`config.mk`:
```
export PLATFORM = sky130hd
export DESIGN_NAME = gf_accel_top
export DESIGN_NICKNAME = d
export VERILOG_FILES = /design/src/source/gf_pkg.sv /design/src/source/gf_mul_classic.sv /design/src/source/wb_cmd_slave.sv /design/src/source/cmd_fifo.sv /design/src/source/gf_mac_unit.sv /design/src/source/gf_accel_top.sv
export VERILOG_INCLUDE_DIRS = /design/src /design/src/source
export SDC_FILE = /design/constraint.sdc
export NUM_CORES = 1
export LEC_CHECK = 0
export BUFFER_PORTS_ARGS = -buffer_cell sky130_fd_sc_hd__buf_2
export CORE_UTILIZATION = 60
export DETAILED_ROUTE_END_ITERATION = 16
export PLACE_DENSITY_LB_ADDON = 0.08
export SETUP_SLACK_MARGIN = 0.15
export SYNTH_ARGS = -nofsm -noshare
export SYNTH_HDL_FRONTEND = slang
export SYNTH_SLANG_ARGS = --single-unit
```
`constraint.sdc`:
```
create_clock -name clk -period 8.6 [get_ports clk]
set_clock_uncertainty 0.05 [all_clocks]
set_input_delay 2.15 -clock clk [delete_from_list [all_inputs] [get_ports clk]]
set_output_delay 2.15 -clock clk [all_outputs]
set_load 0.05 [all_outputs]
```
`src/source/gf_settings.svh`:
```
/*
  GF(2^8) accelerator settings
  Field width, reduction polynomial, command FIFO depth and
  the Wishbone register map
*/
`ifndef GF_SETTINGS_SVH
`define GF_SETTINGS_SVH

// Field width in bits, the polynomial below is tied to it
`define GF_M 8

// AES polynomial x^8 + x^4 + x^3 + x + 1, top bit implied
`define GF_POLY 8'h1B

// Command FIFO entries
`define CMD_FIFO_DEPTH 4

// Register word addresses
`define WB_ADR_CMD 4'd0
`define WB_ADR_STATUS 4'd1

`endif

```
`src/source/gf_pkg.sv`:
```
/*
  GF(2^8) accelerator types
  Opcode and MAC state enums, command and result structs shared
  by the Wishbone slave, the command FIFO and the MAC unit
*/
`include "gf_settings.svh"

package gf_pkg;

  // ----------------------------------------------------------
  // Enums
  // ----------------------------------------------------------

  // Opcode, as written in bits 17:16 of the command register
  typedef enum logic [1:0] {
    OP_MUL = 2'd0,
    OP_SQR = 2'd1,
    OP_MAC = 2'd2,
    OP_CLR = 2'd3
  } gf_op_e;

  // Output register holds an unsent result in MAC_HOLD
  typedef enum logic {
    MAC_IDLE = 1'b0,
    MAC_HOLD = 1'b1
  } mac_state_e;

  // ----------------------------------------------------------
  // Structs
  // ----------------------------------------------------------

  // Command, 18 bits
  typedef struct packed {
    gf_op_e            op;
    logic [`GF_M-1:0]  a;
    logic [`GF_M-1:0]  b;
  } gf_cmd_t;

  // Result word, 10 bits
  typedef struct packed {
    gf_op_e            op;
    logic [`GF_M-1:0]  value;
  } gf_result_t;

endpackage

```
`src/source/gf_mul_classic.sv`:
```
/*
  GF(2^8) classic multiplier
  Carry-less polynomial product from an AND plane and XOR trees,
  then reduction modulo the field polynomial through a constant
  matrix built at elaboration. Purely combinational
*/
`include "gf_settings.svh"

module gf_mul_classic (
  input  logic [`GF_M-1:0] x0,
  input  logic [`GF_M-1:0] x1,
  output logic [`GF_M-1:0] y
);

  localparam int M = `GF_M;
  localparam int P = 2 * M - 1;

  // ----------------------------------------------------------
  // Polynomial product
  // ----------------------------------------------------------

  // AND plane, row i holds x0[i] times every bit of x1
  logic [M-1:0][M-1:0] and_plane;
  // Unreduced product, degree up to 2M-2
  logic [P-1:0]        prod;

  always_comb begin
    for (int i = 0; i < M; i++) begin
      for (int j = 0; j < M; j++) begin
        and_plane[i][j] = x0[i] & x1[j];
      end
    end
  end

  // Product bit k is the XOR of all terms with i + j == k
  always_comb begin
    prod = '0;
    for (int i = 0; i < M; i++) begin
      for (int j = 0; j < M; j++) begin
        prod[i+j] = prod[i+j] ^ and_plane[i][j];
      end
    end
  end

  // ----------------------------------------------------------
  // Reduction matrix
  // ----------------------------------------------------------

  // Row j is x^(M+j) mod f as an M-bit vector
  typedef logic [M-2:0][M-1:0] red_mat_t;

  function automatic red_mat_t build_red_mat();
    red_mat_t mat;
    logic [M-1:0] poly;
    poly   = `GF_POLY;
    // x^M folds straight onto the polynomial tail
    mat[0] = poly;
    for (int j = 1; j < M - 1; j++) begin
      // Multiply previous row by x, fold back on overflow
      mat[j] = {mat[j-1][M-2:0], 1'b0} ^ (mat[j-1][M-1] ? poly : '0);
    end
    return mat;
  endfunction

  localparam red_mat_t RED_MAT = build_red_mat();

  // ----------------------------------------------------------
  // Reduction
  // ----------------------------------------------------------

  always_comb begin
    for (int i = 0; i < M; i++) begin
      y[i] = prod[i];
      // Fold every high product bit through its matrix row
      for (int j = 0; j < M - 1; j++) begin
        y[i] = y[i] ^ (prod[M+j] & RED_MAT[j][i]);
      end
    end
  end

endmodule

```
`src/source/wb_cmd_slave.sv`:
```
/*
  Wishbone classic command slave
  Decodes the CMD and STATUS registers, acknowledges each cycle
  after one clock and pushes written commands into the FIFO.
  A command write to a full FIFO is held off until space frees
*/
`include "gf_settings.svh"

module wb_cmd_slave import gf_pkg::*; (
  input  logic        clk,
  input  logic        arst_n,
  input  logic        wb_cyc,
  input  logic        wb_stb,
  input  logic        wb_we,
  input  logic [3:0]  wb_adr,
  input  logic [31:0] wb_dat_w,
  input  logic [3:0]  fifo_level,
  input  logic        full,
  input  logic        result_valid,
  output logic        wb_ack,
  output logic [31:0] wb_dat_r,
  output logic        push,
  output gf_cmd_t     push_cmd
);

  // ----------------------------------------------------------
  // Decode
  // ----------------------------------------------------------

  logic        req;
  logic        cmd_wr;
  logic        stall;
  logic [31:0] status_word;
  logic [31:0] rd_data;

  // Live cycle not yet acknowledged
  assign req    = wb_cyc & wb_stb & ~wb_ack;
  assign cmd_wr = wb_we & (wb_adr == `WB_ADR_CMD);
  // Back-pressure, ack waits for the FIFO to drain
  assign stall  = cmd_wr & full;

  // Level in 3:0, full in 8, result_valid in 9
  assign status_word = {22'd0, result_valid, full, 4'd0, fifo_level};

  // Only STATUS reads back, all else returns zero
  assign rd_data = (!wb_we && wb_adr == `WB_ADR_STATUS) ? status_word : 32'd0;

  // ----------------------------------------------------------
  // Ack and push
  // ----------------------------------------------------------

  always_ff @(posedge clk or negedge arst_n) begin
    if (!arst_n) begin
      wb_ack <= 1'b0;
      push   <= 1'b0;
    end else begin
      // One clock pulse, the host drops stb after it
      wb_ack <= req & ~stall;
      // Push rides along with the ack of a CMD write
      push   <= req & cmd_wr & ~full;
    end
  end

  // Payload, captured on the accepting edge
  always_ff @(posedge clk) begin
    if (req && !stall) begin
      push_cmd.op <= gf_op_e'(wb_dat_w[17:16]);
      push_cmd.a  <= wb_dat_w[15:8];
      push_cmd.b  <= wb_dat_w[7:0];
      wb_dat_r    <= rd_data;
    end
  end

endmodule

```
`src/source/cmd_fifo.sv`:
```
/*
  Command FIFO
  Circular buffer of gf_cmd_t entries with an occupancy count.
  Head entry is presented without a register
*/
module cmd_fifo import gf_pkg::*; #(
  parameter int DEPTH = 4
) (
  input  logic    clk,
  input  logic    arst_n,
  input  logic    push,
  input  logic    pop,
  input  gf_cmd_t push_cmd,
  output gf_cmd_t pop_cmd,
  output logic    empty,
  output logic    full,
  output logic [3:0] level
);

  localparam int AW = (DEPTH > 1) ? $clog2(DEPTH) : 1;

  // ----------------------------------------------------------
  // Storage and pointers
  // ----------------------------------------------------------

  gf_cmd_t       mem [DEPTH];
  logic [AW-1:0] wr_ptr;
  logic [AW-1:0] rd_ptr;
  logic [3:0]    count;
  logic          do_push;
  logic          do_pop;

  // Pointer step with wrap, depth need not be a power of two
  function automatic logic [AW-1:0] next_ptr(input logic [AW-1:0] ptr);
    return (ptr == AW'(DEPTH - 1)) ? '0 : ptr + 1'b1;
  endfunction

  assign do_push = push & ~full;
  assign do_pop  = pop & ~empty;

  assign empty   = (count == 4'd0);
  assign full    = (count == 4'(DEPTH));
  assign level   = count;
  assign pop_cmd = mem[rd_ptr];

  always_ff @(posedge clk or negedge arst_n) begin
    if (!arst_n) begin
      wr_ptr <= '0;
      rd_ptr <= '0;
      count  <= 4'd0;
    end else begin
      if (do_push) begin
        wr_ptr <= next_ptr(wr_ptr);
      end
      if (do_pop) begin
        rd_ptr <= next_ptr(rd_ptr);
      end
      // Push and pop together leave the level alone
      if (do_push && !do_pop) begin
        count <= count + 4'd1;
      end else if (do_pop && !do_push) begin
        count <= count - 4'd1;
      end
    end
  end

  always_ff @(posedge clk) begin
    if (do_push) begin
      mem[wr_ptr] <= push_cmd;
    end
  end

endmodule

```
`src/source/gf_mac_unit.sv`:
```
/*
  GF(2^8) MAC unit
  Pops commands from the FIFO, runs them through the classic
  multiplier, keeps the accumulator and holds one result in a
  valid/ready output register
*/
`include "gf_settings.svh"

module gf_mac_unit import gf_pkg::*; (
  input  logic       clk,
  input  logic       arst_n,
  input  gf_cmd_t    pop_cmd,
  input  logic       empty,
  input  logic       result_ready,
  output logic       pop,
  output gf_result_t result,
  output logic       result_valid
);

  mac_state_e       state;
  logic [`GF_M-1:0] acc;
  logic [`GF_M-1:0] mul_b;
  logic [`GF_M-1:0] product;
  logic [`GF_M-1:0] mac_sum;
  logic [`GF_M-1:0] next_value;
  logic             take;

  // ----------------------------------------------------------
  // Datapath
  // ----------------------------------------------------------

  // Square reuses operand a on both inputs
  assign mul_b = (pop_cmd.op == OP_SQR) ? pop_cmd.a : pop_cmd.b;

  gf_mul_classic mul0 (
    .x0 (pop_cmd.a),
    .x1 (mul_b),
    .y  (product)
  );

  assign mac_sum = acc ^ product;

  always_comb begin
    case (pop_cmd.op)
      OP_MUL:  next_value = product;
      OP_SQR:  next_value = product;
      OP_MAC:  next_value = mac_sum;
      OP_CLR:  next_value = '0;
      default: next_value = '0;
    endcase
  end

  // ----------------------------------------------------------
  // Handshake
  // ----------------------------------------------------------

  assign result_valid = (state == MAC_HOLD);
  assign take         = result_valid & result_ready;
  // Pop into an empty register, or one being drained this clock
  assign pop          = ~empty & ((state == MAC_IDLE) | take);

  always_ff @(posedge clk or negedge arst_n) begin
    if (!arst_n) begin
      state <= MAC_IDLE;
      acc   <= '0;
    end else begin
      if (pop) begin
        state <= MAC_HOLD;
      end else if (take) begin
        state <= MAC_IDLE;
      end
      // Accumulator only moves on MAC and CLR
      if (pop && pop_cmd.op == OP_MAC) begin
        acc <= mac_sum;
      end else if (pop && pop_cmd.op == OP_CLR) begin
        acc <= '0;
      end
    end
  end

  // Output register, stable while held
  always_ff @(posedge clk) begin
    if (pop) begin
      result.op    <= pop_cmd.op;
      result.value <= next_value;
    end
  end

endmodule

```
`src/source/gf_accel_top.sv`:
```
/*
  GF(2^8) accelerator top level
  Wishbone command slave feeding the command FIFO, drained by the
  MAC unit onto a valid/ready result stream
*/
`include "gf_settings.svh"

module gf_accel_top import gf_pkg::*; (
  input  logic        clk,
  input  logic        arst_n,
  // Wishbone classic slave
  input  logic        wb_cyc,
  input  logic        wb_stb,
  input  logic        wb_we,
  input  logic [3:0]  wb_adr,
  input  logic [31:0] wb_dat_w,
  output logic        wb_ack,
  output logic [31:0] wb_dat_r,
  // Result stream
  output gf_result_t  result,
  output logic        result_valid,
  input  logic        result_ready
);

  // Slave to FIFO
  logic       push;
  gf_cmd_t    push_cmd;
  logic       full;
  logic [3:0] fifo_level;
  // FIFO to MAC unit
  gf_cmd_t    pop_cmd;
  logic       empty;
  logic       pop;

  wb_cmd_slave slave0 (
    .clk          (clk),
    .arst_n       (arst_n),
    .wb_cyc       (wb_cyc),
    .wb_stb       (wb_stb),
    .wb_we        (wb_we),
    .wb_adr       (wb_adr),
    .wb_dat_w     (wb_dat_w),
    .fifo_level   (fifo_level),
    .full         (full),
    .result_valid (result_valid),
    .wb_ack       (wb_ack),
    .wb_dat_r     (wb_dat_r),
    .push         (push),
    .push_cmd     (push_cmd)
  );

  cmd_fifo #(
    .DEPTH (`CMD_FIFO_DEPTH)
  ) fifo0 (
    .clk      (clk),
    .arst_n   (arst_n),
    .push     (push),
    .pop      (pop),
    .push_cmd (push_cmd),
    .pop_cmd  (pop_cmd),
    .empty    (empty),
    .full     (full),
    .level    (fifo_level)
  );

  gf_mac_unit mac0 (
    .clk          (clk),
    .arst_n       (arst_n),
    .pop_cmd      (pop_cmd),
    .empty        (empty),
    .result_ready (result_ready),
    .pop          (pop),
    .result       (result),
    .result_valid (result_valid)
  );

endmodule

```
Yosys cells after proc, flatten, opt, wreduce, memory -nomap -nowiden --
Memories as Yosys holds them, arrays and structs flattened. Cells that the tools add are included.
Operators by class: multiplexer cells 12, bitwise operators 160, multiply operators 0, add/subtract/negate cells 4, equality and inequality tests 7, divide/modulo/power cells 0, shifts and indexed selects 0, order comparisons 0, reductions and logical operators 17
Operators by type and width (count):
- $xor 1x1->1 | 78
- $and 1x1->1 | 75
- $mux 8 | 3
- $pmux 8 s3 | 1
- $eq 2x2->1 const B | 4
- $logic_not 4->1 | 2
- $mux 4 | 2
- $xor 8x8->8 | 1
- $logic_and 1x1->1 | 6
- $reduce_bool 2->1 | 3
- $not 1->1 | 5
- $add 2x1->2 const B | 2
- $add 4x1->4 const B | 1
- $eq 4x1->1 const B | 1
- $eq 4x3->1 const B | 1
- $logic_not 1->1 | 4
- $mux 1 | 4
- $mux 2 | 2
- $sub 4x1->4 const B | 1
- $eq 2x1->1 const B | 1
- $logic_not 2->1 | 1
- $reduce_or 2->1 | 1
- $or 1x1->1 | 1
Storage, ports and cells: output and inout bits 44, bits in read-only memories 0, word-level logic and storage cells 215, bits of input ports 42, memories kept 1, bits in writable memories 72, bits in latches 0, flip-flop bits (word level) 79
Memories:
- fifo0.mem | depth 4, bits a word 18, rd ports 1, clocked after memory_dff 0, wr ports 1, line cmd_fifo.sv:26 | gf_cmd_t mem [DEPTH];

Depth between registers and ports, before layout --
Gate-level depths: netlist of run 1. An unclocked memory read counts as a cell.
depth in word-level cells 18, depth in mapped cells 14, depth with buffers taken out 11

Hierarchy --
From an unflattened synthesis of run 1, not the netlist that was laid out.
Second synthesis, totals: cell total of the unflattened synthesis 465, area, all modules 6442.4 um2
By module, submodules not included:
- cmd_fifo | times used 1, area an instance 3183.1 um2, sequential area each 2362.3 um2, cells each 148
- wb_cmd_slave | times used 1, area an instance 1103.6 um2, sequential area each 770.7 um2, cells each 74
- gf_mac_unit | times used 1, area an instance 1102.3 um2, sequential area each 525.5 um2, cells each 96
- gf_mul_classic | times used 1, area an instance 1053.5 um2, sequential area each 0.0 um2, cells each 147

Least setup slack after synthesis of run 1 --
Ideal clock, no wire load.
path kind in2reg, start point input port result_ready, end point register fifo0.count[3], in the netlist fifo0.level[3], stages 11, data required time 8425 ps, arrival 4268 ps, path slack 4156 ps, path buffers 0, setup time 125 ps, path through inv_1 -> a21oi_1 -> inv_1 -> ha_1 -> inv_1 -> ha_1 -> a21o_1 -> a21oi_1 -> xnor2_1 -> nor2_1 -> xor2_1
Between the ends: cells in the longest elaborated chain, start to end 7, elaborated cells between the ends (all ways) 9, those cells by class 1 x mux; 4 x bitwise; 4 x reduce/logical
Ends and longest elaborated chain:
- start: declaration | line gf_accel_top.sv:22 | input logic result_ready
- $and 1x1->1 (*) | line gf_mac_unit.sv:58 | assign take = result_valid & result_ready;
- $or 1x1->1 (*) | line gf_mac_unit.sv:60 | assign pop = ~empty & ((state == MAC_IDLE) | take);
- $and 1x1->1 (*) | line gf_mac_unit.sv:60
- $and 1x1->1 (*) | line cmd_fifo.sv:39 | assign do_pop = pop & ~empty;
- via fifo0.do_pop | line cmd_fifo.sv:31 | logic do_pop;
- $logic_not 1->1 | line cmd_fifo.sv:59 | if (do_push && !do_pop) begin
- $logic_and 1x1->1 | line cmd_fifo.sv:59
- $mux 4 / $reduce_bool 2->1 (equally long branches)
- end signal: assignment | line cmd_fifo.sv:60 | count <= count + 4'd1;
- end signal: assignment | line cmd_fifo.sv:62 | count <= count - 4'd1;
- end: declaration | line cmd_fifo.sv:29 | logic [3:0] count;
The timed path passes the listed nets; every way through them passes the cells marked *. A chain may end at the register's enable or synchronous reset.

Worst setup path after layout of run 1 --
start point register fifo0.rd_ptr[1], end point register, netlist name mac0.result[1]
Between the ends: cells in the longest elaborated chain, start to end 16, elaborated cells between the ends (all ways) 46, those cells by class 3 x eq/ne; 2 x mux; 38 x bitwise; 2 x reduce/logical; 1 x memory
Ends and longest elaborated chain:
- start: declaration | line cmd_fifo.sv:28 | logic [AW-1:0] rd_ptr;
- start signal: assignment | line cmd_fifo.sv:56 | rd_ptr <= next_ptr(rd_ptr);
- $mem_v2 4x18 (*)
- $eq 2x1->1 | line gf_mac_unit.sv:33, gf_mac_unit.sv:44
- $mux 8 | line gf_mac_unit.sv:33 | assign mul_b = (pop_cmd.op == OP_SQR) ? pop_cmd.a : pop_cmd.b;
- $and 1x1->1 | line gf_mul_classic.sv:30 | and_plane[i][j] = x0[i] & x1[j];
- $xor 1x1->1 (6 in series) | line gf_mul_classic.sv:40 | prod[i+j] = prod[i+j] ^ and_plane[i][j];
- $xor 1x1->1 (4 in series) | line gf_mul_classic.sv:76 | y[i] = y[i] ^ (prod[M+j] & RED_MAT[j][i]);
- $xor 8x8->8 | line gf_mac_unit.sv:41 | assign mac_sum = acc ^ product;
- $pmux 8 s3 (*) | line gf_mac_unit.sv:44 | case (pop_cmd.op)
- via mac0.next_value[1] | line gf_mac_unit.sv:25 | logic [`GF_M-1:0] next_value;
Marks and branches as above.

==> impl_metrics.ini, run 1 <==
[routing]
vias = 3711
drc = 0
avgRoutedWirePerCell_um = 16.4
vias_per_cell = 5.47
ant_nets = 0
wirelength_um = 11100
drt-initial-drc-count = 251
dr.pass1.iters = 4

[floorplan]
die_h_um = 105
initial_core_util = 0.617
floorplan.rows = 37
die_x_um = 105
pin_count = 86
dieArea_um2 = 11000
core_area_um2 = 10300

[logic_synthesis]
post_synth.cell_area_avg_um2 = 13.2
synth_cells = 482
synth.top_cells.by_area = edfxtp_1 (50%), dfrtp_1 (7.5%), mux4_2 (6.4%)
ys_ff_latch = 125
seq_area_frac_synth = 0.575
synth_cell_types = 54
synthFlopType = edfxtp_1
synth_top_area_share = 0.500
synth_area_um2 = 6370
synth-edff-count = 106
ys_async_sr_fraction = 0.152
yosys_warnings = 0
synth_top_cell_by_area = edfxtp_1

[job]
maxCapViolCount = 0

[sta]
hold_viol = 0
tightest_slew_ps = 969
setup_viol = 0
period_share = 0.470
finalSetupTns_ps = 0
min_period_ps = 4050
slew_viol_final = 0
relSlewSlack = 0.354
rsz0062_at_grt = false
fmax_mhz = 247

[cts]
cts_tree = built
clk_latency_ps = 520
cts-root-buf = clkbuf_8
cts_buffer_depth = 2
h-tree-depth = 4
clkTransAtPathRegs_ps = 60
clock_sinks = 125
cts_made_buffers = 17
post_cts_buffers = 0
holdBufCountCts = 0
ctsResizeCount = 0

[hold_path]
hold_class = reg2reg

[place]
io_buffer_count = 45
post-dp-hpwl_um = 7270
gp_congestion = 0.776

[worst_setup_path]
critPathKind = reg2reg
cp.required_ps = 8820
endpoint_kind = flop
cp-start-kind = flop
crit_fanout = 20
crit_arrival_ps = 4270

[global_routing]
grt_max_degree = 22
grtUsageTotal = 0.227
grt_remaining_overflow = 0
grt_pass1_vias = 3819
grt_pass1_wl_um = 18800
antenna_found_initial = 0

[cells_and_area]
final_nets = 581
area_growth_pct = 12.2
diodes = 0
drive_gt1_frac = 0.221
mostFrequentLayoutCell = edfxtp_1
mostFrequentLayoutCells = edfxtp_1 (106), nand2_1 (77), buf_2 (45), xnor2_1 (37), conb_1 (26)

[status]
status = complete, no violations
## cell families (layout without fill, tap and decap cells)
group,Yosys count,after routing,share of synthesized area
xor+xnor,61,61,0.103
compound gates,68,68,0.0713
fa+ha+maj,9,9,0.0189
simple gates,129,129,0.0920
mux,28,28,0.0815
other cells,1,26,0.000589
buf+inv,61,97,0.0580
flops,125,125,0.575
## critical path, cell delays in order, from the launching register on
cell      delay [ps]
dfrtp_1          910
mux4_2           560
nand2b_4         350
mux2_2           430
nand2_1           90
xnor2_1          160
xor2_2           330
xnor3_1          540
a311o_1          370
## Yosys cell counts, types with 7 or more instances
cell and number:
o21ai_0 19, buf_4 27, xor2_1 15, or3_1 7, edfxtp_1 106, nor2_1 12, xnor2_1 37, inv_1 16
ha_1 8, clkbuf_1 7, xnor3_1 7, nand2_1 77, buf_2 7, mux4_2 18, dfrtp_1 19, a21oi_1 20
mux2_2 7
## path summary, 6_finish.rpt
check / startpoint / endpoint / slack, ps / cells past startpoint
max in group asynchronous: arst_n / fifo0.wr_ptr[1] / 6640 / 1
max: fifo0.rd_ptr[1] / mac0.result[1] / 4550 / 8
min: slave0.push_cmd[8] / fifo0.mem[0][8] / 460 / 0
min in group asynchronous: arst_n / mac0.acc[3] / 1530 / 1
min reg2reg: slave0.push_cmd[8] / fifo0.mem[0][8] / 460 / 0
max reg2reg: fifo0.rd_ptr[1] / mac0.result[1] / 4550 / 8
## registers in the layout, indices dropped and copies added (netlist names)
name and count:
mac0.result_valid 1, fifo0.wr_ptr 2, mac0.result 10, mac0.acc 8
slave0.wb_dat_r 6, slave0.wb_ack 1, fifo0.rd_ptr 2, fifo0.mem 72
slave0.push_cmd 18, slave0.push 1, fifo0.level 4
## routing by layer
layer  routed length (µm)  part of all wire  vias up  global-route usage
li1                     -                 -     1785                   -
met1                 5020              0.45     1815               0.297
met2                 5540              0.50       96               0.372
met3                  369             0.033       15              0.0449
met4                  216             0.019        0              0.0996
met5                    0                 0        -                   0
## metrics by stage
step                setup slack (ps)  utilization  hold slack [ps]  cells  area (µm²)
finish                          4550        0.692              457    679        7150
global route                    4310        0.692              466    679        7150
CTS                             4500        0.692              449    679        7150
detailed placement              4500        0.638              434    647        6580
global placement                4500        0.638              422    647        6580
floorplan                       4160            -              409    507        6460
## cell type report
cell class / instances / area, µm²
clock buffers: 17 / 414
clock inverters: 15 / 149
fillers: 744 / 3180
inverters: 16 / 60.1
multi-input cells: 321 / 2440
flip-flops and latches: 125 / 3660
well taps: 136 / 170
repair buffers: 49 / 255
Power of run 1 is not shown: default switching activity piles up to over one toggle a cycle in this logic, so the estimate is an artifact.
==> inputs of run 2 (changes only) <==
- ABC_AREA: default -> 1
- CORE_UTILIZATION: 60 -> 53
- clock period: 8.6 -> 3.4 ns (I/O delays scaled with it)
==> impl_metrics.ini, run 2 <==
[sta]
fmax_mhz = 336
hold_viol = 0
setup_viol = 0
finalSetupTns_ps = 0
min_period_ps = 2980
relSlewSlack = 0.427
period_share = 0.875
tightest_slew_ps = 853
slew_viol_final = 0
rsz0062_at_grt = false

[routing]
avgRoutedWirePerCell_um = 13.9
ant_nets = 0
vias = 5377
drc = 0
drt-initial-drc-count = 293
vias_per_cell = 5.08
dr.pass1.iters = 7
wirelength_um = 14700

[cells_and_area]
largest_register_ff_count = 72
mostFrequentLayoutCell = nand2_1
final_nets = 924
area_growth_pct = 14.0
diodes = 0
top_regs = fifo0.mem: 72 flops, slave0.push_cmd: 18 flops, mac0.result: 10 flops
fillers = 1088
drive_gt1_frac = 0.175
mostFrequentLayoutCells = nand2_1 (254), nand3_1 (113), edfxtp_1 (106), inv_1 (78), nor2_1 (65)
top_register = fifo0.mem

[global_routing]
grt_max_degree = 23
antenna_found_initial = 0
grt_remaining_overflow = 0
grt_pass1_wl_um = 24600
grtUsageTotal = 0.228
grt_pass1_vias = 5306

[cts]
clkTransAtPathRegs_ps = 60
cts-root-buf = clkbuf_16
clk_latency_ps = 420
cts_made_buffers = 17
clock_sinks = 125
cts_buffer_depth = 2
h-tree-depth = 4
cts_tree = built

[logic_synthesis]
synth.top_cells.by_area = edfxtp_1 (45%), nand2_1 (14%), nand3_1 (8.0%)
synthTopCellsByCount = nand2_1 (257), nand3_1 (113), edfxtp_1 (106)
synthFlopType = edfxtp_1
synth_cells = 803
ys_ff_latch = 125
ys_async_sr_fraction = 0.152
synth_top_cell_by_area = edfxtp_1
synth_top_area_share = 0.450
synth_area_um2 = 7070
post_synth.cell_area_avg_um2 = 8.80
post-synth-top-count-cell = nand2_1
seq_area_frac_synth = 0.518
synth_cell_types = 36
synth-edff-count = 106
yosys_warnings = 0

[floorplan]
pin_count = 86
core_area_um2 = 12800
dieArea_um2 = 13800
die_x_um = 117
floorplan.rows = 41
initial_core_util = 0.551
die_h_um = 117

[worst_setup_path]
crit_arrival_ps = 3100
cp-start-kind = flop
cp_slowest_stage_delay_ps = 450
cp_slowest_cell = dfrtp_2
crit_top_cell = nand2_1
r2r_cells = 17
critPathLaunch = fifo0.rd_ptr[0]
regToRegEndpoint = mac0.result[1]
critPathKind = reg2reg
path_cells = buf_6 > nand2_1 > nand3_1 > nand2_4 > nand2_8 > o21ai_2 > nor2_1 > xor2_1 > nand3b_1 > nand2_2 > nand2_1 > nand2_1 > nand3_1 > nand2_1 > nand2_1 > nand3_1 > nand2_1
crit_fanout = 16
cp.required_ps = 3530
endpoint_kind = flop
r2r_slack_ps = 420
r2r-start = fifo0.rd_ptr[0]

[job]
maxCapViolCount = 0

[hold_path]
hold_class = in2async

[status]
status = complete, no violations

[place]
gp_congestion = 0.899
io_buffer_count = 45
post-dp-hpwl_um = 10300
run 2: changes by cell type after synthesis, moves of 9 or more:
cell     before  now
a21oi_1      20    1
nand3_1       4  113
mux4_2       18    0
nand2_4       0    9
nand2_1      77  257
o21ai_0      19    9
xnor2_1      37   16
nand2_2       2   17
nor2_1       12   65
inv_1        16   79
run 2: how the worst max path moves through the flow:
stage / endpoint / depth (start not counted)
finish: mac0.result[1] / 17
global route: mac0.result[3] / 23
floorplan: fifo0.level[3] / 12
CTS: mac0.result[3] / 23
detailed placement: mac0.result[3] / 23
global placement: mac0.result[3] / 23
run 2: routing by layer:
metal  vias to the layer above  share of wire  global-route usage
li1                       2691              -                   -
met5                         -              0                   0
met4                         0          0.021              0.0785
met3                        31          0.041              0.0533
met1                      2516           0.45               0.275
met2                       139           0.49               0.398
run 2: layout make-up:
| class | count | area (µm²) | area share |
|---|---|---|---|
| flip-flops and latches | 125 | 3660 | 0.454 |
| multi-input cells | 579 | 2890 | 0.358 |
| clock buffers | 17 | 425 | 0.0528 |
| repair buffers | 66 | 407 | 0.0505 |
| inverters | 84 | 325 | 0.0404 |
| well taps | 172 | 215 | 0.0267 |
| clock inverters | 15 | 139 | 0.0172 |
run 2: cell families (layout without fill, tap and decap cells):
family                     count (synthesis)  in the layout  synth area share
and+or+nand+nor                          491            491             0.315
DFF                                      125            125             0.518
buffers and inverters                    124            182            0.0912
xor gates and xnor gates                  35             35            0.0434
AOI/OAI and AO/OA                         18             18            0.0156
adders and majority gates                  9              9            0.0170
other                                      1             26          0.000531
run 2: critical path: cells and delay by family, from the launching register on:
family | cells | cell delay (ps)
AO/OA/AOI/OAI | 1 | 330
XOR/XNOR | 1 | 160
buffers and inverters | 1 | 180
flip-flops | 1 | 450
AND/OR/NAND/NOR | 14 | 1540
run 2: per-stage QoR:
stage | setup slack [ps] | instance area (µm²) | instances | hold slack, ps | util
2_1_floorplan | 645 | 7160 | 828 | 392 | -
3_3_place_gp | 278 | 7410 | 1022 | 408 | 0.577
3_5_place_dp | 211 | 7410 | 1022 | 426 | 0.577
4_1_cts | 201 | 7970 | 1054 | 349 | 0.621
5_1_grt | 139 | 8060 | 1058 | 372 | 0.628
6_report | 425 | 8060 | 1058 | 338 | 0.628
run 2: timing repair:
| item | in CTS | in global routing |
|---|---|---|
| setup endpoints to repair | 0 | 16 |
| hold buffers | 0 | 0 |
| gates resized for setup | 0 | 19 |
| setup buffers | 0 | 4 |
Power of run 2 is left out for the same reason.
